File: src/logic/seg_fifo.sv
`timescale 1ns/1ps

module seg_fifo #(
	parameter int depth = 16,
	parameter int width = 8
) (
	input  logic             clk,
	input  logic             aresetn,
	input  logic             wr_en,
	input  logic [width-1:0] din,
	input  logic             rd_en,
	output logic [width-1:0] dout,
	output logic             empty,
	output logic             full
);

	logic [width-1:0] mem [depth];
	logic [$clog2(depth)-1:0] wr_ptr;
	logic [$clog2(depth)-1:0] rd_ptr;
	logic [$clog2(depth+1)-1:0] count;
	logic do_wr;
	logic do_rd;

	assign do_wr = wr_en && !full;
	assign do_rd = rd_en && !empty;

	// head is shown straight from the array, so no read latency
	assign dout = mem[rd_ptr];
	assign empty = (count == '0);
	assign full = (count == ($clog2(depth+1))'(depth));

	always_ff @(posedge clk) begin
		if (do_wr) begin
			mem[wr_ptr] <= din;
		end
	end

	always_ff @(posedge clk) begin
		if (!aresetn) begin
			wr_ptr <= '0;
			rd_ptr <= '0;
			count <= '0;
		end else begin
			if (do_wr) begin
				wr_ptr <= (wr_ptr == ($clog2(depth))'(depth - 1)) ? '0 : wr_ptr + 1'b1;
			end
			if (do_rd) begin
				rd_ptr <= (rd_ptr == ($clog2(depth))'(depth - 1)) ? '0 : rd_ptr + 1'b1;
			end
			if (do_wr && !do_rd) begin
				count <= count + 1'b1;
			end else if (do_rd && !do_wr) begin
				count <= count - 1'b1;
			end
		end
	end

endmodule

File: config.mk
export PLATFORM = sky130hd
export DESIGN_NAME = seg_fifo
export DESIGN_NICKNAME = d
export VERILOG_FILES = /design/src/logic/seg_fifo.sv
export SDC_FILE = /design/constraint.sdc
export NUM_CORES = 1
export LEC_CHECK = 0
export BUFFER_PORTS_ARGS = -buffer_cell sky130_fd_sc_hd__buf_4
export CORE_ASPECT_RATIO = 0.6
export CORE_MARGIN = 4
export CORE_UTILIZATION = 40
export CTS_CLUSTER_DIAMETER = 150
export DETAILED_ROUTE_END_ITERATION = 8
export SLEW_MARGIN = 10
export SYNTH_ARGS = -nofsm -noshare
export SYNTH_HDL_FRONTEND = slang
export SYNTH_SLANG_ARGS = --single-unit
File: constraint.sdc
create_clock -name clk -period 4.2 [get_ports clk]
set_input_delay 0.84 -clock clk [delete_from_list [all_inputs] [get_ports clk]]
set_output_delay 0.84 -clock clk [all_outputs]
set_load 0.01 [all_outputs]
=== After elaboration in Yosys (flattened, before gate mapping) ===
Memory sizes are Yosys's and may differ from the RTL's. A register that Yosys moved wholly into a read port is not among the register bits.
Cells that the tools add are included.
Widths: inputs -> output; s select.

* $add $sub $neg: 4
* Eq/ne operators: 3
* Multiplexer cells: 8
* Reductions and logical operators: 10

{| class="wikitable"
|+ Operators with widths
! cell !! number
|-
| $mux 4 || 4
|-
| $mux 5 || 2
|-
| $add 4x1->4 const B || 2
|-
| $eq 4x4->1 const B || 2
|-
| $add 5x1->5 const B || 1
|-
| $eq 5x5->1 const B || 1
|-
| $logic_not 5->1 || 1
|-
| $sub 5x1->5 const B || 1
|-
| $logic_and 1x1->1 || 4
|-
| $logic_not 1->1 || 4
|-
| $mux 1 || 2
|-
| $reduce_bool 2->1 || 1
|}

* Bits in registers: 13
* Memory bits (writable): 128
* Bits of input ports: 12
* Logic and storage cells: 29
* Memories: 1

{| class="wikitable"
|+ Memory list
! memory !! words !! width !! rd ports !! clocked after Yosys merged registers in !! write ports !! RTL line !! text
|-
| mem || 16 || 8 || 1 || 1 || 1 || 17 || <nowiki>logic [width-1:0] mem [depth];</nowiki>
|}

=== Logic depth before layout (Yosys ltp) ===
* Depth in word-level cells: 7
* Mapped depth: 11
* Depth with buffers taken out: 9

=== Least setup slack after synthesis ===
No wires, ideal clock.

* Path kind: register to register
* Start: register count[0]
* End: register count[4]
* Setup time: 72 ps
* Arrival time: 2539 ps
* Slack: 1589 ps
* Cell stages (with the launch flop): 11
* Path buffers: 2
* Cell sequence: dfxtp_1 -> or4_1 -> buf_2 -> o21a_1 -> buf_6 -> ha_1 -> fa_1 -> nand3b_1 -> a21o_1 -> a21oi_1 -> mux2i_1

* Cells in the longest elaborated chain, start to end: 6
* Elaborated cells on any way between the ends: 15
* Those cells by class: add/sub: 2; eq/ne: 1; mux: 2; reduce/logical: 10

{| class="wikitable"
|+ Ends and longest elaborated chain
! what !! RTL line !! text
|-
| start, declared || 20 || <nowiki>logic [$clog2(depth+1)-1:0] count;</nowiki>
|-
| start signal, assigned || 51 || <nowiki>count <= count + 1'b1;</nowiki>
|-
| start signal, assigned || 53 || <nowiki>count <= count - 1'b1;</nowiki>
|-
| $eq 5x5->1 * || 30 || <nowiki>assign full = (count == ($clog2(depth+1))'(depth));</nowiki>
|-
| $logic_not 1->1 * || 24 || <nowiki>assign do_wr = wr_en && !full;</nowiki>
|-
| $logic_and 1x1->1 * || 24 ||
|-
| net do_wr || 21 || <nowiki>logic do_wr;</nowiki>
|-
| $logic_not 1->1 || 52 || <nowiki>end else if (do_rd && !do_wr) begin</nowiki>
|-
| $logic_and 1x1->1 || 52 ||
|-
| $reduce_bool 2->1 (no line) || -- ||
|}

Mark *: on every way through the listed nets, which the timed path passes. The rest lies on a longest branch. The select of a mux whose other input is x is not followed.
A chain may end at the register's enable or synchronous reset.

==> flow_summary.toml <==
[floorplan]
dieWidth_um = 164
die-area_um2 = 16600
fp-row-count = 33
ios = 22
floorplan.core_area_um2 = 13900
die_y_um = 101
start_util = 0.417

[cts]
post-cts-setup-buffer-count = 0
htreeDepth = 4
clockBufferDepth = 2
cts_resized = 0
numCtsBuffers = 17
cts_root_buffer = "clkbuf_16"
cts_tree = "done"
insertion_delay_ps = 410
clk_pin_slew_ps = 70
postCtsHoldBufs = 0
clock-sinks = 145

[sta]
finalCriticalPeriod_ps = 3270
max_freq_mhz = 306
tightest_slew_ps = 1180
fin_skew_ps = 14.6
rsz0062_at_grt = "false"
fin_hold_ws_ps = 531
fin_crit_sh = 0.779
setup_tns_ps = 0
setup-violations-final = 0
maxSlewViolCount = 0
hold_viol = 0
relSlewSlack = 0.212

[detailed_routing]
dr.first_iter.drc_count = 315
wl_per_cell_um = 21.7
ant_nets = 0
vias = 2921
wl_um = 12000
detail_route.first_pass.iterations = 4
post-route-drc-count = 0
vias_per_cell = 5.25

[layout]
fillers = 1170
antenna_cells = 0
layout.nets = 374
final_common_cell = "edfxtp_1"
drive_gt1_frac = 0.275
synthToLayoutAreaGrowth_pct = 17.8
mostFrequentLayoutCells = "edfxtp_1, mux4_2, buf_4, nand2_1, clkbuf_16"

[setup_path]
arrival_ps = 2430
worstSetupPathType = "reg2out"
critPathCaptureType = "output port"
required_ps = 3360
crit_fanout = 18
critPathLaunchType = "register"

[logic_synthesis]
synthCells = 316
synth-seq-cells = 145
synth_cell_types = 37
yosysWarnings = 0
synth_area_um2 = 5800
ys_seq_area_frac = 0.721
synth_edf_count = 128
syn_nets = 339
ys.flop_type = "edfxtp_1"
async_flop_share = 0
syn_avg_cell_area_um2 = 18.4

[pwr]
clockPowerShare = 0.389
powerDensity_nw_per_um2 = 581
p_leak_nw = 2.25
swShare = 0.257
switchingPower_mw = 1.02
total_power_mw = 3.97
power_frac_comb = 0.183
power_frac_seq = 0.428
intPower_mw = 2.95
ir_drop_uv = 250

[worst_hold_path]
hold_path_class = "reg2reg"

[outcome]
status = "complete, no violations"

[job]
cap_violations = 0

[global_routing]
grt_pass1_vias = 2905
grt.total_usage = 0.152
grt_start_max_net_pins = 33
grt_pass1_wl_um = 17800
antenna_found_initial = 0
grt.overflow.total = 0

[placed_design]
post-dp-hpwl_um = 7520
portBuffers = 21
gp_congestion = 0.793
[flip-flops by register name (all words and copies together) (netlist names), named ones only]
signal,count
mem,128
count,5
rd_ptr,4
wr_ptr,4
[worst max-delay path, stage by stage (launching register included)]
cell and delay [ps]:
dfxtp_2 690, buf_12 270, mux4_2 520, a22oi_1 290, nand2_1 90, buf_4 150
[cells in the mapped netlist (2+ instances only)]
library cell | count | area [um2]
edfxtp_1 | 128 | 3840
mux4_2 | 32 | 721
nand2_1 | 21 | 78.8
dfxtp_1 | 17 | 340
a22oi_1 | 16 | 120
nor2_1 | 15 | 56.3
ha_1 | 10 | 125
clkbuf_1 | 9 | 33.8
and2_1 | 6 | 37.5
inv_1 | 6 | 22.5
nor2b_1 | 5 | 31.3
nor3_1 | 5 | 25.0
a21oi_1 | 4 | 20.0
buf_2 | 4 | 20.0
mux2i_1 | 4 | 40.0
nand2b_1 | 4 | 25.0
nand3_1 | 4 | 20.0
xnor2_1 | 4 | 35.0
o21ai_0 | 3 | 15.0
buf_1 | 2 | 7.51
[cells by family after synthesis]
kind of cell	share of synthesized area
fa+ha+maj	0.0250
flops	0.721
simple gates	0.0498
compound gates	0.0494
buf+inv	0.0164
xor+xnor	0.00754
mux	0.131
[final timing paths]
path	endpoint	cells after the start	slack, ps	startpoint
min	rd_ptr[3]$_SDFFE_PN0N_	2	530	rd_ptr[3]$_SDFFE_PN0N_
min reg2reg	rd_ptr[3]$_SDFFE_PN0N_	2	530	rd_ptr[3]$_SDFFE_PN0N_
max reg2reg	count[4]$_SDFFE_PN0P_	9	1240	count[0]$_SDFFE_PN0P_
max	dout[1]	5	930	register
[stage by stage]
| step | instances | worst slack (ps) | util | area [um2] |
|---|---|---|---|---|
| floorplan | 316 | 1590 | - | 5800 |
| global placement | 524 | 1320 | 0.448 | 6230 |
| detailed placement | 524 | 1290 | 0.448 | 6230 |
| CTS | 556 | 865 | 0.492 | 6840 |
| global route | 556 | 761 | 0.492 | 6840 |
| finish | 556 | 929 | 0.492 | 6840 |
[layout make-up]
class	count	area, um2	share of cell area
flip-flops and latches	145	4190	0.612
multi-input cells	149	1530	0.224
clock buffers	19	433	0.0633
repair buffers	32	253	0.0369
well taps	192	240	0.0351
clock inverters	13	176	0.0258
inverters	6	22.5	0.00329
[power by group through the flow]
stage | combinational, mW | clock [mW] | sequential (mW)
final | 0.729 | 1.54 | 1.70
after global routing | 0.805 | 1.63 | 1.71
after CTS | 0.741 | 1.58 | 1.70
after detailed placement | 0.736 | 0 | 1.73
after global placement | 0.734 | 0 | 1.73
after floorplan | 0.545 | 0 | 1.69
[per-layer routing]
metal / global-route usage / vias up / wire length, um
met5: 0 / - / 0
met2: 0.217 / 118 / 5350
met1: 0.225 / 1471 / 5050
met4: 0.0496 / 0 / 55
met3: 0.0451 / 5 / 1590
li1: - / 1327 / -
Note: power is estimated with default switching activity, not from simulation.
