--- config.mk ---
export PLATFORM = sky130hd
export DESIGN_NAME = depar_seg_emit
export DESIGN_NICKNAME = d
export VERILOG_FILES = /design/src/logic/depar_pkg.sv /design/src/logic/depar_seg_emit.sv
export SDC_FILE = /design/constraint.sdc
export NUM_CORES = 1
export LEC_CHECK = 0
export BUFFER_PORTS_ARGS = -buffer_cell sky130_fd_sc_hd__buf_2
export CAP_MARGIN = 5
export CORE_AREA = 2 2 415 417
export CTS_BUF_LIST = sky130_fd_sc_hd__clkbuf_16
export DETAILED_ROUTE_END_ITERATION = 10
export DIE_AREA = 0 0 417 419
export GPL_TIMING_DRIVEN = 0
export PLACE_DENSITY = 0.32
export SLEW_MARGIN = 0
export SYNTH_ARGS = -nofsm -noshare
export SYNTH_HDL_FRONTEND = slang
export SYNTH_SLANG_ARGS = --single-unit
--- constraint.sdc ---
create_clock -name clk -period 2.65 [get_ports clk]
set_clock_uncertainty 0.1 [all_clocks]
set_input_delay 0.1325 -clock clk [delete_from_list [all_inputs] [get_ports clk]]
set_output_delay 0.1325 -clock clk [all_outputs]
set_load 0.01 [all_outputs]
--- src/logic/depar_pkg.sv ---
package depar_pkg;

	localparam int seg_data_w = 128;
	localparam int seg_user_w = 32;
	localparam int seg_keep_w = seg_data_w / 8;

	localparam int num_segs = 4;
	localparam int half_segs = num_segs / 2;
	localparam int seg_idx_w = $clog2(half_segs);

	localparam int half_data_w = half_segs * seg_data_w;
	localparam int half_user_w = half_segs * seg_user_w;
	localparam int half_keep_w = half_segs * seg_keep_w;

	// one queue entry is data, user, keep and tlast packed together
	localparam int seg_bus_w = seg_data_w + seg_user_w + seg_keep_w + 1;
	localparam int half_bus_w = half_data_w + half_user_w + half_keep_w + half_segs;

	localparam int vlan_lsb = 116;
	localparam int vlan_w = 12;

	localparam int pkt_fifo_depth = 16;
	localparam int half_fifo_depth = 4;
	localparam int rem_fifo_depth = 16;

	typedef enum logic [2:0] {
		wait_first_seg,
		wait_second_seg,
		wait_third_seg,
		wait_fourth_seg,
		flush_seg
	} wait_state_t;

	typedef enum logic [1:0] {
		emit_idle,
		emit_fst,
		emit_snd,
		emit_rem
	} emit_state_t;

endpackage
--- src/logic/depar_seg_emit.sv ---
`timescale 1ns/1ps

module depar_seg_emit import depar_pkg::*; (
	input  logic                   clk,
	input  logic                   aresetn,

	input  logic [half_data_w-1:0] fst_tdata,
	input  logic [half_user_w-1:0] fst_tuser,
	input  logic [half_keep_w-1:0] fst_tkeep,
	input  logic [half_segs-1:0]   fst_tlast,
	input  logic                   fst_empty,

	input  logic [half_data_w-1:0] snd_tdata,
	input  logic [half_user_w-1:0] snd_tuser,
	input  logic [half_keep_w-1:0] snd_tkeep,
	input  logic [half_segs-1:0]   snd_tlast,
	input  logic                   snd_empty,

	input  logic [seg_data_w-1:0]  rem_tdata,
	input  logic [seg_user_w-1:0]  rem_tuser,
	input  logic [seg_keep_w-1:0]  rem_tkeep,
	input  logic                   rem_tlast,
	input  logic                   rem_empty,

	input  logic                   out_ready,
	output logic                   fst_rd_en,
	output logic                   snd_rd_en,
	output logic                   rem_rd_en,
	output logic [seg_data_w-1:0]  out_tdata,
	output logic [seg_user_w-1:0]  out_tuser,
	output logic [seg_keep_w-1:0]  out_tkeep,
	output logic                   out_tlast,
	output logic                   out_valid
);

	emit_state_t state;
	emit_state_t state_next;
	logic [seg_idx_w-1:0] seg_idx;
	logic [seg_idx_w-1:0] seg_idx_next;
	logic in_fst;
	logic seg_last;
	logic [half_data_w-1:0] cur_tdata;
	logic [half_user_w-1:0] cur_tuser;
	logic [half_keep_w-1:0] cur_tkeep;
	logic [half_segs-1:0] cur_tlast;
	logic cur_empty;

	assign in_fst = (state == emit_fst);
	assign cur_tdata = in_fst ? fst_tdata : snd_tdata;
	assign cur_tuser = in_fst ? fst_tuser : snd_tuser;
	assign cur_tkeep = in_fst ? fst_tkeep : snd_tkeep;
	assign cur_tlast = in_fst ? fst_tlast : snd_tlast;
	assign cur_empty = in_fst ? fst_empty : snd_empty;

	assign out_tlast = out_valid && seg_last;

	always_comb begin
		state_next = state;
		seg_idx_next = seg_idx;
		fst_rd_en = 1'b0;
		snd_rd_en = 1'b0;
		rem_rd_en = 1'b0;
		out_valid = 1'b0;
		out_tdata = '0;
		out_tuser = '0;
		out_tkeep = '0;
		seg_last = 1'b0;
		case (state)
			emit_idle: begin
				if (!fst_empty) begin
					state_next = emit_fst;
				end
			end
			emit_fst, emit_snd: begin
				out_tdata = cur_tdata[seg_idx*seg_data_w +: seg_data_w];
				out_tuser = cur_tuser[seg_idx*seg_user_w +: seg_user_w];
				out_tkeep = cur_tkeep[seg_idx*seg_keep_w +: seg_keep_w];
				seg_last = cur_tlast[seg_idx];
				// a packet ending in the first half also owns the stale second half
				out_valid = !cur_empty && !(in_fst && seg_last && snd_empty);
				if (out_valid && out_ready) begin
					if (seg_last) begin
						fst_rd_en = in_fst;
						snd_rd_en = 1'b1;
						seg_idx_next = '0;
						state_next = emit_idle;
					end else if (seg_idx == seg_idx_w'(half_segs - 1)) begin
						fst_rd_en = in_fst;
						snd_rd_en = !in_fst;
						seg_idx_next = '0;
						state_next = in_fst ? emit_snd : emit_rem;
					end else begin
						seg_idx_next = seg_idx + 1'b1;
					end
				end
			end
			emit_rem: begin
				out_tdata = rem_tdata;
				out_tuser = rem_tuser;
				out_tkeep = rem_tkeep;
				seg_last = rem_tlast;
				out_valid = !rem_empty;
				if (out_valid && out_ready) begin
					rem_rd_en = 1'b1;
					if (rem_tlast) begin
						state_next = emit_idle;
					end
				end
			end
			default: state_next = emit_idle;
		endcase
	end

	always_ff @(posedge clk) begin
		if (!aresetn) begin
			state <= emit_idle;
			seg_idx <= '0;
		end else begin
			state <= state_next;
			seg_idx <= seg_idx_next;
		end
	end

endmodule

## Word-level counts from Yosys, hierarchy flattened

Cells that the tools add are included.

- Register bits: 3
- Bits in latches: 0
- Bits in writable memories: 0
- Bits in read-only memories: 0
- Bits of input ports: 891
- Output and inout bits: 181
- Logic and storage cells: 61
- Memories: 0

- Add/subtract/negate cells: 1
- Multiply operators: 0
- Divide/modulo/power cells: 0
- Order comparisons: 1
- Equality and inequality tests: 8
- Shifts and indexed selects: 3
- Multiplexer cells: 32
- Bitwise operators: 0
- Reductions and logical operators: 14

Operator list:

| operator | count |
|---|---|
| 256-bit two-way mux | 1 |
| 128-bit one-hot mux with 2 select lines | 1 |
| 256-bit by 9-bit variable part select with 128-bit output | 1 |
| 64-bit two-way mux | 1 |
| 32-bit one-hot mux with 2 select lines | 1 |
| 64-bit by 7-bit variable part select with 32-bit output | 1 |
| 32-bit two-way mux | 1 |
| 16-bit one-hot mux with 2 select lines | 1 |
| 32-bit by 6-bit variable part select with 16-bit output | 1 |
| 1-bit two-way mux | 16 |
| 2-bit two-way mux | 7 |
| 2-bit != test (second input constant) | 4 |
| 1-bit logical AND | 6 |
| 2-bit one-hot mux with 3 select lines | 1 |
| 5-bit AND reduction | 1 |
| 2-bit == test (second input constant) | 2 |
| 1-bit logical NOT | 4 |
| 1-bit one-hot mux with 2 select lines | 2 |
| 3-bit != test (second input constant) | 1 |
| 2-bit by 1-bit == test with 1-bit output (second input constant) | 1 |
| 2-bit logical NOT | 1 |
| 1-bit by 2-bit < comparator with 1-bit output (second input constant) | 1 |
| 2-bit AND reduction | 1 |
| 2-bit OR reduction | 1 |
| 1-bit adder (second input constant) | 1 |

## Logic depth before layout (Yosys ltp)

Gate-level depths: netlist of run 1.

- Word-level depth: 11
- Mapped depth: 9
- Depth with buffers taken out: 7

## Worst setup path after synthesis of run 1

OpenSTA, ideal clock, no wires.

- Path type: reg2out
- Start: register state[1]
- End: output out_tlast
- Data arrival time: 1.777 ns
- Required time: 2.418 ns
- Path slack: 0.641 ns
- Cell stages (with the launch flop): 9
- Path buffers: 1
- Cell sequence: dfxtp_1 inv_1 ha_1 buf_4 mux2_4 a21oi_1 nand2_1 a21oi_1 nor2b_1

- Longest elaborated chain between the ends: 10
- Elaborated cells between the ends (all ways): 16
- Classes of those cells: eq/ne (3); mux (6); reduce/logical (7)

Ends and longest elaborated chain:

| element | line | RTL |
|---|---|---|
| from (decl) | depar_seg_emit.sv:36 | `emit_state_t state;` |
| from (signal assigned) | depar_seg_emit.sv:116 | `state <= emit_idle;` |
| from (signal assigned) | depar_seg_emit.sv:119 | `state <= state_next;` |
| 2-bit by 1-bit == test with 1-bit output | depar_seg_emit.sv:48, depar_seg_emit.sv:68 |  |
| 2-bit two-way mux | depar_seg_emit.sv:52 | `assign cur_tlast = in_fst ? fst_tlast : snd_tlast;` |
| 1-bit two-way mux (implied by the code) (2 in series) | depar_seg_emit.sv:78 | `seg_last = cur_tlast[seg_idx];` |
| 1-bit logical AND (2 in series) | depar_seg_emit.sv:80 | `out_valid = !cur_empty && !(in_fst && seg_last && snd_empty);` |
| 1-bit logical NOT | depar_seg_emit.sv:80 |  |
| 1-bit logical AND | depar_seg_emit.sv:80 |  |
| 1-bit one-hot mux with 2 select lines (*) | depar_seg_emit.sv:68 | `case (state)` |
| net out_valid | depar_seg_emit.sv:33 | `output logic out_valid` |
| 1-bit logical AND (*) | depar_seg_emit.sv:55 | `assign out_tlast = out_valid && seg_last;` |
| to (decl) | depar_seg_emit.sv:32 | `output logic out_tlast,` |

Mark *: on every way through the listed nets, which the timed path passes. The rest lies on a longest branch. The select of a mux whose other input is x is not followed.

## Worst setup path after layout of run 1

- Start: register state[0]
- End: output out_tdata[94]

- Longest elaborated chain between the ends: 4
- Elaborated cells between the ends (all ways): 7
- Classes of those cells: eq/ne (3); shift (1); mux (2); reduce/logical (1)

Ends and longest elaborated chain:

| element | line | RTL |
|---|---|---|
| 2-bit by 1-bit == test with 1-bit output | depar_seg_emit.sv:48, depar_seg_emit.sv:68 |  |
| 256-bit two-way mux | depar_seg_emit.sv:49 | `assign cur_tdata = in_fst ? fst_tdata : snd_tdata;` |
| 256-bit by 9-bit variable part select with 128-bit output | depar_seg_emit.sv:75 | `out_tdata = cur_tdata[seg_idx*seg_data_w +: seg_data_w];` |
| 128-bit one-hot mux with 2 select lines (*) | depar_seg_emit.sv:68 |  |
| to (decl) | depar_seg_emit.sv:29 | `output logic [seg_data_w-1:0] out_tdata,` |

Mark *: on every way between the ends. The rest lies on a longest branch, timed or not.

==> results of run 1 <==
layer usage:
| metal | GRT usage [%] | vias up |
|---|---|---|
| met5 | 1.36 | - |
| met4 | 2.43 | 116 |
| met3 | 6.57 | 316 |
| met2 | 26.5 | 977 |
| met1 | 17.1 | 6461 |
| li1 | - | 5048 |
layout by cell type (no fill, tap or decap), types with 3 or more instances in the layout:
master and instances:
nor2_2 22, mux4_2 177, clkbuf_1 10, clkbuf_4 11, clkbuf_16 4, a22oi_1 148, clkbuf_2 22, buf_6 11
a22oi_2 30, buf_4 22, nand2_1 5, buf_8 7, nor2b_1 3, inv_1 4, clkbuf_8 4, buf_1 3
buf_2 1076, diode_2 34, buf_12 10, nor2_1 155
area by class of cell:
type | count | area (µm²) | area share [%]
inverter | 4 | 15.0 | 0.0946
antenna | 34 | 85.1 | 0.536
tap | 2233 | 2790 | 17.6
sequential | 3 | 62.6 | 0.394
timing repair buffer | 1080 | 5500 | 34.7
buffer | 99 | 855 | 5.39
clock buffer | 3 | 75.1 | 0.473
clock inverter | 1 | 3.75 | 0.0237
multi-input combinational | 566 | 6470 | 40.8
sequential cells by signal (all words and copies together), names as in the netlist:
signal,flops
state,2
seg_idx,1
power groups by stage:
stage	Clock [W]	Sequential [W]	Combinational, W
6_report	0.000235	0.0000710	0.00887
5_1_grt	0.000247	0.0000742	0.00940
4_1_cts	0.000241	0.0000711	0.00881
3_5_place_dp	0	0.0000657	0.00821
3_3_place_gp	0	0.0000645	0.00826
2_1_floorplan	0	0.0000628	0.00442
how the worst min path moves through the flow:
stage | to | startpoint | cells past startpoint
5_1_grt | seg_idx | aresetn | 2
4_1_cts | state[0] | aresetn | 3
6_report | state[0] | aresetn | 3
3_5_place_dp | seg_idx | aresetn | 2
3_3_place_gp | seg_idx | aresetn | 2
2_1_floorplan | seg_idx | aresetn | 1
through the flow:
step                std cells  total power, W  utilization, %  setup slack [ns]  hold WS, ns
floorplan                 673         0.00449               -             0.641        0.161
global placement         3977         0.00833            8.77             -1.88        0.338
detailed placement       3978         0.00827            8.79             -1.28        0.333
CTS                      3989         0.00912            9.12           -0.0661       0.0972
global route             4010         0.00972            9.28           -0.0413        0.130
finish                   4023         0.00918            9.30            0.0140        0.101
logic make-up after synthesis:
| family | after synthesis |
|---|---|
| AND/OR/NAND/NOR | 194 |
| AO/OA/AOI/OAI | 187 |
| multiplexers | 181 |
| flip-flops | 3 |
| buffers and inverters | 104 |
| adder cells (fa/ha/maj) | 4 |
timing repair:
action                                  4_1_cts  5_1_grt
hold endpoints to repair                      0        0
pin swaps                                     5        7
buffers inserted                              8        0
hold buffers                                  0        0
endpoints found under the setup margin      174       67
resized for setup                           143       71
worst min-delay path: cells and delay by family:
| kind | cells | cell delay [ns] |
|---|---|---|
| mux | 1 | 0.05 |
| buf+inv | 1 | 0.13 |
| simple gates | 1 | 0.06 |
==> impl_metrics.env, run 1 <==
export IMPL_rr_startpoint="state[1]"
export IMPL_critical_path_top_delay_family="buffers and inverters"
export IMPL_ys_flop_type="dfxtp_1"
export IMPL_core_area_um2=171000
export IMPL_cp_arrival_ns=2.40
export IMPL_io_pins=1072
export IMPL_avgSynthCellArea_um2=10.1
export IMPL_yosysWarnings=0
export IMPL_grt_first_pass_wirelength_um=165000
export IMPL_nFillCells=20100
export IMPL_cts_made_buffers=3
export IMPL_rrSetupSlack_ns=0.69
export IMPL_synth_xor_area_share_pct=0
export IMPL_max_freq_ghz=0.379
export IMPL_drc_errors=0
export IMPL_drive_above_1_share_pct=80.2
export IMPL_worstMarginPinSlew_ns=0.870
export IMPL_cp_startpoint="state[0]"
export IMPL_maxSlewHeadroom_pct=42.0
export IMPL_leakage_nw=6.69
export IMPL_required_ns=2.42
export IMPL_critPathBufInv=4
export IMPL_die_width_um=417
export IMPL_port_buffers=1071
export IMPL_switching_share_pct=55.4
export IMPL_dieArea_um2=175000
export IMPL_pwr_share_seq_pct=0.8
export IMPL_dp_hpwl_um=130000
export IMPL_path_class="flop to primary output"
export IMPL_htree_levels=1
export IMPL_fin_setup_tns_ns=0
export IMPL_stdcell_area_um2=15900
export IMPL_synth_edf_count=0
export IMPL_synth_compound_area_share_pct=20.5
export IMPL_cp_depth=7
export IMPL_endpoint_kind="primary output"
export IMPL_rsz0062_at_grt="yes"
export IMPL_slowest_stage="buf_1"
export IMPL_yosys_area_top_type_share_pct=58.5
export IMPL_synth_simple_area_share_pct=11.1
export IMPL_endpoint="out_tdata[94]"
export IMPL_finalWirelength_um=140000
export IMPL_final_hold_viol_count=0
export IMPL_ys_ff_latch=3
export IMPL_synth_area_leaders="mux4_2 (59%), a22oi_1 (20%), nor2_1 (9.9%)"
export IMPL_synth_distinct_cells=29
export IMPL_area_growth_syn_to_layout_pct=133
export IMPL_drt_iter0_markers=1051
export IMPL_grt_max_degree=11
export IMPL_synthArstFlopShare_pct=0
export IMPL_power_density_nw_per_um2=579
export IMPL_placed_cell_area_um2=15000
export IMPL_startpoint_type="flop"
export IMPL_highest_layer="met5"
export IMPL_synth_fp_nets=1568
export IMPL_clockRootBuffer="clkbuf_16"
export IMPL_antenna_found_initial=172
export IMPL_overflow=0
export IMPL_clkLatencyLatePin_ns=0.22
export IMPL_drv_cap=0
export IMPL_via_per_inst=3.21
export IMPL_drt_pass1_iter_count=5
export IMPL_p_sw_w=0.00508
export IMPL_die_height_um=419
export IMPL_p_clk_share_pct=2.6
export IMPL_clk_pin_slew_worst_paths_ns=0.03
export IMPL_status="finished clean"
export IMPL_vias=12900
export IMPL_row_count=152
export IMPL_grtUsageTotal_pct=15.2
export IMPL_start_util_pct=3.99
export IMPL_ys_seq_area_share_pct=0.882
export IMPL_synth_fa_ha_area_share_pct=0.735
export IMPL_worstReg2RegEnd="state[1]"
export IMPL_wl_met2_um=69000
export IMPL_finalCritPeriodShare_pct=99.5
export IMPL_ff2ff_path_depth=8
export IMPL_synth_top_family_by_area="multiplexers"
export IMPL_synthTopCellsByCount="nor2_1 (179), a22oi_1 (178), mux4_2 (177)"
export IMPL_cts_tree="built"
export IMPL_yosysTopAreaCell="mux4_2"
export IMPL_peakVddDrop_uv=291
export IMPL_cp_cell_sequence="inv_1 -> ha_1 -> buf_6 -> buf_1 -> a22oi_1 -> nor2_1 -> buf_2"
export IMPL_gp_congestion=0.977
export IMPL_nets=2652
export IMPL_cts_sinks=3
export IMPL_post_drt_wl_per_cell_um=34.8
export IMPL_cp_max_fo=10
export IMPL_dr_wl_met3_um=15100
export IMPL_cts_max_path_buffers=2
export IMPL_netlist_area_um2=6810
export IMPL_setup_viol=0
export IMPL_grt_pass1_vias=12400
export IMPL_hold_class="input port to flop"
export IMPL_syn_inst=673
export IMPL_max_stage_delay_ns=0.44
export IMPL_power_frac_comb_pct=96.7
export IMPL_muxShareOfSynthArea_pct=59.2
export IMPL_drt_met1_wl_um=51800
export IMPL_yosys_cell_count_top_type="nor2_1"
export IMPL_postRouteAntennaNets=0
export IMPL_min_period_ns=2.64
export IMPL_drv_slew=0
export IMPL_p_int_w=0.00410
Note: power is estimated with default switching activity, not from simulation.
==> run 2, diff against run 1 <==
--- a/config.mk
+++ b/config.mk
@@ -8,7 +8,6 @@
 export BUFFER_PORTS_ARGS = -buffer_cell sky130_fd_sc_hd__buf_2
 export CAP_MARGIN = 5
 export CORE_AREA = 2 2 415 417
-export CTS_BUF_LIST = sky130_fd_sc_hd__clkbuf_16
 export DETAILED_ROUTE_END_ITERATION = 10
 export DIE_AREA = 0 0 417 419
 export GPL_TIMING_DRIVEN = 0
==> run 2 against run 1 <==
- die area unchanged
- total power about the same
- count of clock-buffer cells in the layout increased by 1
- combinational power about the same
- cell area about the same
- register-to-register slack got worse by 0.03 ns
- core utilization about the same
- largest cell class unchanged
- largest power group unchanged
==> impl_metrics.env, run 2 (synthesized netlist as in run 1, its figures left out) <==
export IMPL_io_pins=1072
export IMPL_pwr_share_seq_pct=0.8
export IMPL_switching_share_pct=55.4
export IMPL_path_class="flop to primary output"
export IMPL_die_width_um=417
export IMPL_drt_iter0_markers=939
export IMPL_core_area_um2=171000
export IMPL_dp_hpwl_um=130000
export IMPL_final_cell_mix="buf_2 (1076), mux4_2 (177), nor2_1 (155)"
export IMPL_peakVddDrop_uv=289
export IMPL_clkLatencyLatePin_ns=0.22
export IMPL_antenna_found_initial=172
export IMPL_drt_pass1_iter_count=5
export IMPL_drv_slew=0
export IMPL_drc_errors=0
export IMPL_nFillCells=20100
export IMPL_cp_max_fo=11
export IMPL_via_per_inst=3.20
export IMPL_leakage_nw=6.68
export IMPL_finalCritPeriodShare_pct=98.6
export IMPL_dpl_cell_count=3978
export IMPL_port_buffers=1071
export IMPL_power_density_nw_per_um2=579
export IMPL_endpoint_kind="primary output"
export IMPL_fin_util_pct=9.30
export IMPL_die_height_um=419
export IMPL_grt_pass1_vias=12400
export IMPL_cp_cell_sequence="buf_4 -> ha_1 -> buf_4 -> clkbuf_2 -> buf_12 -> clkbuf_2 -> a22oi_1 -> nor2_2 -> buf_2"
export IMPL_nets=2652
export IMPL_cts_tree="built"
export IMPL_rsz0062_at_grt="yes"
export IMPL_reg_top3="state x2, seg_idx x1"
export IMPL_max_flop_register="state"
export IMPL_cts_made_buffers=3
export IMPL_area_growth_syn_to_layout_pct=133
export IMPL_final_hold_viol_count=0
export IMPL_fin_cells=4024
export IMPL_gp_congestion=0.977
export IMPL_pre_cts_slack_ns=-1.28
export IMPL_post_drt_wl_per_cell_um=34.8
export IMPL_maxSlewHeadroom_pct=43.5
export IMPL_clk_pin_slew_worst_paths_ns=0.03
export IMPL_timing_final_ws_setup_ns=0.0383
export IMPL_placed_cell_area_um2=15000
export IMPL_vias=12900
export IMPL_hold_ws_ns=0.101
export IMPL_max_freq_ghz=0.383
export IMPL_dieArea_um2=175000
export IMPL_slowest_stage="dfxtp_2"
export IMPL_hold_class="input port to flop"
export IMPL_row_count=152
export IMPL_startpoint_type="flop"
export IMPL_critical_path_top_delay_family="buffers and inverters"
export IMPL_power_frac_comb_pct=96.6
export IMPL_required_ns=2.42
export IMPL_critPathBufInv=6
export IMPL_grt_first_pass_wirelength_um=165000
export IMPL_grt_max_degree=11
export IMPL_setup_viol=0
export IMPL_p_int_w=0.00409
export IMPL_grtUsageTotal_pct=15.2
export IMPL_htree_levels=1
export IMPL_cts_max_path_buffers=2
export IMPL_drive_above_1_share_pct=80.2
export IMPL_p_sw_w=0.00509
export IMPL_overflow=0
export IMPL_start_util_pct=3.99
export IMPL_p_clk_share_pct=2.6
export IMPL_cts_sinks=3
export IMPL_cp_arrival_ns=2.38
export IMPL_max_stage_delay_ns=0.33
export IMPL_largest_reg_flops=2
export IMPL_status="finished clean"
export IMPL_postRouteAntennaNets=0
export IMPL_worstMarginPinSlew_ns=0.848
export IMPL_finalWirelength_um=140000
export IMPL_final_common_cell="buf_2"
export IMPL_min_period_ns=2.61
export IMPL_drv_cap=0
export IMPL_stdcell_area_um2=15900
export IMPL_clockRootBuffer="clkbuf_16"
==> run 2: worst min-delay path, stage by stage <==
cell	delay (ns)
buf_2	0.13
nand2_1	0.06
mux2i_1	0.05
==> run 2: metrics by stage <==
stage                     TNS (ns)  total power [W]
final                            0          0.00918
after global routing        -0.125          0.00972
after CTS                   -0.227          0.00913
after detailed placement    -83.18          0.00827
after global placement     -165.15          0.00833
after floorplan                  0          0.00449
==> run 2: final timing paths <==
check / startpoint / endpoint / slack, ns / depth (start not counted)
setup reg to reg: state[1] / state[1] / 0.66 / 8
hold / removal: aresetn / state[0] / 0.10 / 3
setup / recovery: state[1] / out_tdata[54] / 0.04 / 9
hold reg to reg: state[0] / state[0] / 0.40 / 2
==> run 2: power groups by stage <==
stage          combinational, W  sequential [W]  clock, W
2_1_floorplan           0.00442       0.0000628         0
3_3_place_gp            0.00826       0.0000645         0
3_5_place_dp            0.00821       0.0000657         0
4_1_cts                 0.00881       0.0000711  0.000245
5_1_grt                 0.00939       0.0000742  0.000251
6_report                0.00887       0.0000710  0.000239
==> run 2: area by class of cell <==
| type | count | area [µm²] | share of cell area (%) |
|---|---|---|---|
| diodes | 35 | 87.6 | 0.552 |
| well taps | 2233 | 2790 | 17.6 |
| plain buffers | 99 | 850 | 5.36 |
| flip-flops and latches | 3 | 62.6 | 0.394 |
| repair buffers | 1080 | 5500 | 34.7 |
| multi-input cells | 566 | 6470 | 40.8 |
| inverters | 4 | 15.0 | 0.0947 |
| clock buffers | 4 | 78.8 | 0.497 |
==> run 2: per-layer routing <==
| layer | vias to the layer above | GRT usage [%] | part of all wire [%] |
|---|---|---|---|
| li1 | 5052 | - | - |
| met1 | 6464 | 17.1 | 37 |
| met2 | 935 | 26.5 | 49 |
| met3 | 306 | 6.57 | 10 |
| met4 | 114 | 2.43 | 2.3 |
| met5 | - | 1.36 | 0.61 |
==> run 2: what timing repair did <==
item,CTS,global route
pin swaps,5,7
buffers inserted,8,0
setup endpoints to repair,173,66
resized for setup,143,70
hold buffers,0,0
==> run 3, diff against run 2 <==
--- a/config.mk
+++ b/config.mk
@@ -12,6 +12,7 @@
 export DIE_AREA = 0 0 417 419
 export GPL_TIMING_DRIVEN = 0
 export PLACE_DENSITY = 0.32
+export SETUP_SLACK_MARGIN = 0.05
 export SLEW_MARGIN = 0
 export SYNTH_ARGS = -nofsm -noshare
 export SYNTH_HDL_FRONTEND = slang
==> constraint.sdc (replaced) <==
create_clock -name clk -period 2.65 [get_ports clk]
set_clock_uncertainty 0.1 [all_clocks]
set_input_delay 0.1325 -clock clk [delete_from_list [all_inputs] [get_ports clk]]
set_output_delay 0.1325 -clock clk [all_outputs]
set_load 0.02 [all_outputs]
==> run 3 against run 2 <==
- core utilization is 0.35 points higher
- die area stayed put
- total power is 12% higher
- critical endpoint is now out_tkeep[10]
- setup slack worse by 0.017 ns
- global-route usage hardly changed
- non-clock buffer count is 19 higher
- wire length is 0.99% higher
- cell area is 3.7% higher
- register-to-register slack worse by 0.02 ns
- largest cell class is now buffers
- maximum frequency is 0.66% lower
- via count is 1.2% higher
- combinational power is 13% higher
==> impl_metrics.env, run 3 (synthesized netlist as in run 1, its figures left out) <==
export IMPL_placed_cell_area_um2=15000
export IMPL_power_density_nw_per_um2=626
export IMPL_dp_hpwl_um=130000
export IMPL_gp_congestion=0.977
export IMPL_drv_slew=0
export IMPL_overflow=0
export IMPL_rr_startpoint="state[1]"
export IMPL_rsz0062_at_grt="yes"
export IMPL_cts_made_buffers=3
export IMPL_dieArea_um2=175000
export IMPL_antenna_found_initial=175
export IMPL_clkLatencyLatePin_ns=0.22
export IMPL_final_common_cell="buf_2"
export IMPL_io_pins=1072
export IMPL_cts_max_path_buffers=2
export IMPL_start_util_pct=3.99
export IMPL_endpoint_kind="primary output"
export IMPL_power_w=0.0103
export IMPL_max_freq_ghz=0.380
export IMPL_htree_levels=1
export IMPL_area_growth_syn_to_layout_pct=142
export IMPL_startpoint_type="flop"
export IMPL_leakage_nw=6.88
export IMPL_ff2ff_path_depth=8
export IMPL_largest_reg_flops=2
export IMPL_status="finished clean"
export IMPL_peakVddDrop_uv=297
export IMPL_min_period_ns=2.63
export IMPL_crit_path_frequent_cell="buf_16"
export IMPL_drive_above_1_share_pct=82.4
export IMPL_worstMarginPinSlew_ns=0.869
export IMPL_max_stage_delay_ns=0.51
export IMPL_nets=2671
export IMPL_grt_first_pass_wirelength_um=165000
export IMPL_min_path_cells=3
export IMPL_row_count=152
export IMPL_final_cell_mix="buf_2 (1056), mux4_2 (177), nor2_1 (149)"
export IMPL_clockRootBuffer="clkbuf_16"
export IMPL_core_area_um2=171000
export IMPL_finalWirelength_um=141000
export IMPL_nFillCells=20000
export IMPL_hold_class="input port to flop"
export IMPL_setup_viol=0
export IMPL_max_flop_register="state"
export IMPL_port_buffers=1071
export IMPL_hold_start="aresetn"
export IMPL_drt_iter0_markers=1077
export IMPL_drc_errors=0
export IMPL_via_per_inst=3.22
export IMPL_drt_pass1_iter_count=5
export IMPL_maxSlewHeadroom_pct=42.1
export IMPL_final_hold_viol_count=0
export IMPL_finalCritPeriodShare_pct=99.2
export IMPL_cp_cell_sequence="inv_2 -> ha_4 -> buf_12 -> buf_16 -> buf_16 -> mux4_2 -> a22oi_2 -> nor2_1 -> buf_4"
export IMPL_cp_max_fo=8
export IMPL_die_height_um=419
export IMPL_cp_startpoint="state[1]"
export IMPL_stdcell_area_um2=16500
export IMPL_grt_max_degree=12
export IMPL_slowest_stage="mux4_2"
export IMPL_path_class="flop to primary output"
export IMPL_vias=13000
export IMPL_cp_arrival_ns=2.40
export IMPL_drv_cap=0
export IMPL_cts_sinks=3
export IMPL_grtUsageTotal_pct=15.2
export IMPL_post_drt_wl_per_cell_um=34.9
export IMPL_reg_top3="state x2, seg_idx x1"
export IMPL_clk_pin_slew_worst_paths_ns=0.03
export IMPL_die_width_um=417
export IMPL_cts_tree="built"
export IMPL_grt_pass1_vias=12300
export IMPL_required_ns=2.42
export IMPL_postRouteAntennaNets=0
==> run 3: worst paths after layout <==
| path | end | slack (ns) |
|---|---|---|
| worst max-delay path | out_tkeep[10] | 0.02 |
| worst min-delay path | state[0] | 0.10 |
| worst max register to register | seg_idx | 0.64 |
| worst min register to register | state[0] | 0.40 |
==> run 3: repair_timing <==
action	CTS	global route
cloned	1	5
hold buffers	0	0
gates resized for setup	181	132
buffers inserted	3	18
pin swaps	5	11
setup endpoints to repair	180	121
==> run 3: routing by layer <==
layer	track usage (%)	vias to the layer above	share of wire [%]
met3	6.69	330	11
met5	0.861	-	0.56
met4	2.43	120	2.0
li1	-	5098	-
met2	26.6	1031	50
met1	17.1	6441	37
==> run 3: critical path, delay by kind of cell (launching register included) <==
kind                     cells  cell delay, ns
buffers and inverters        5            0.72
multiplexers                 1            0.51
flip-flops                   1            0.32
AO/OA/AOI/OAI                1            0.32
adder cells (fa/ha/maj)      1            0.16
AND/OR/NAND/NOR              1            0.08
==> run 3: metrics by stage <==
stage / setup TNS, ns / util (%) / hold WS (ns) / worst slack, ns / cells
global placement: -170.06 / 8.77 / 0.338 / -1.91 / 3977
detailed placement: -88.11 / 8.79 / 0.333 / -1.32 / 3978
finish: 0 / 9.65 / 0.101 / 0.0210 / 4047
CTS: -0.541 / 9.18 / 0.0972 / -0.0928 / 3985
floorplan: 0 / - / 0.161 / 0.353 / 673
global route: -0.443 / 9.62 / 0.130 / -0.0828 / 4030
==> run 3: power by group <==
part           leakage, nW   total, W  internal (W)  switching [W]
logic                 6.82     0.0100       0.00438        0.00561
registers           0.0253  0.0000709     0.0000566      0.0000143
clock network       0.0384   0.000238      0.000198      0.0000400
==> run 3: cell type report <==
type	instances	area [µm²]	area share, %
multi-input cells	566	6600	40.1
repair buffers	1099	5860	35.6
well taps	2233	2790	17.0
plain buffers	99	943	5.73
diodes	39	97.6	0.593
clock buffers	4	78.8	0.479
flip-flops and latches	3	62.6	0.380
inverters	4	15.0	0.0912
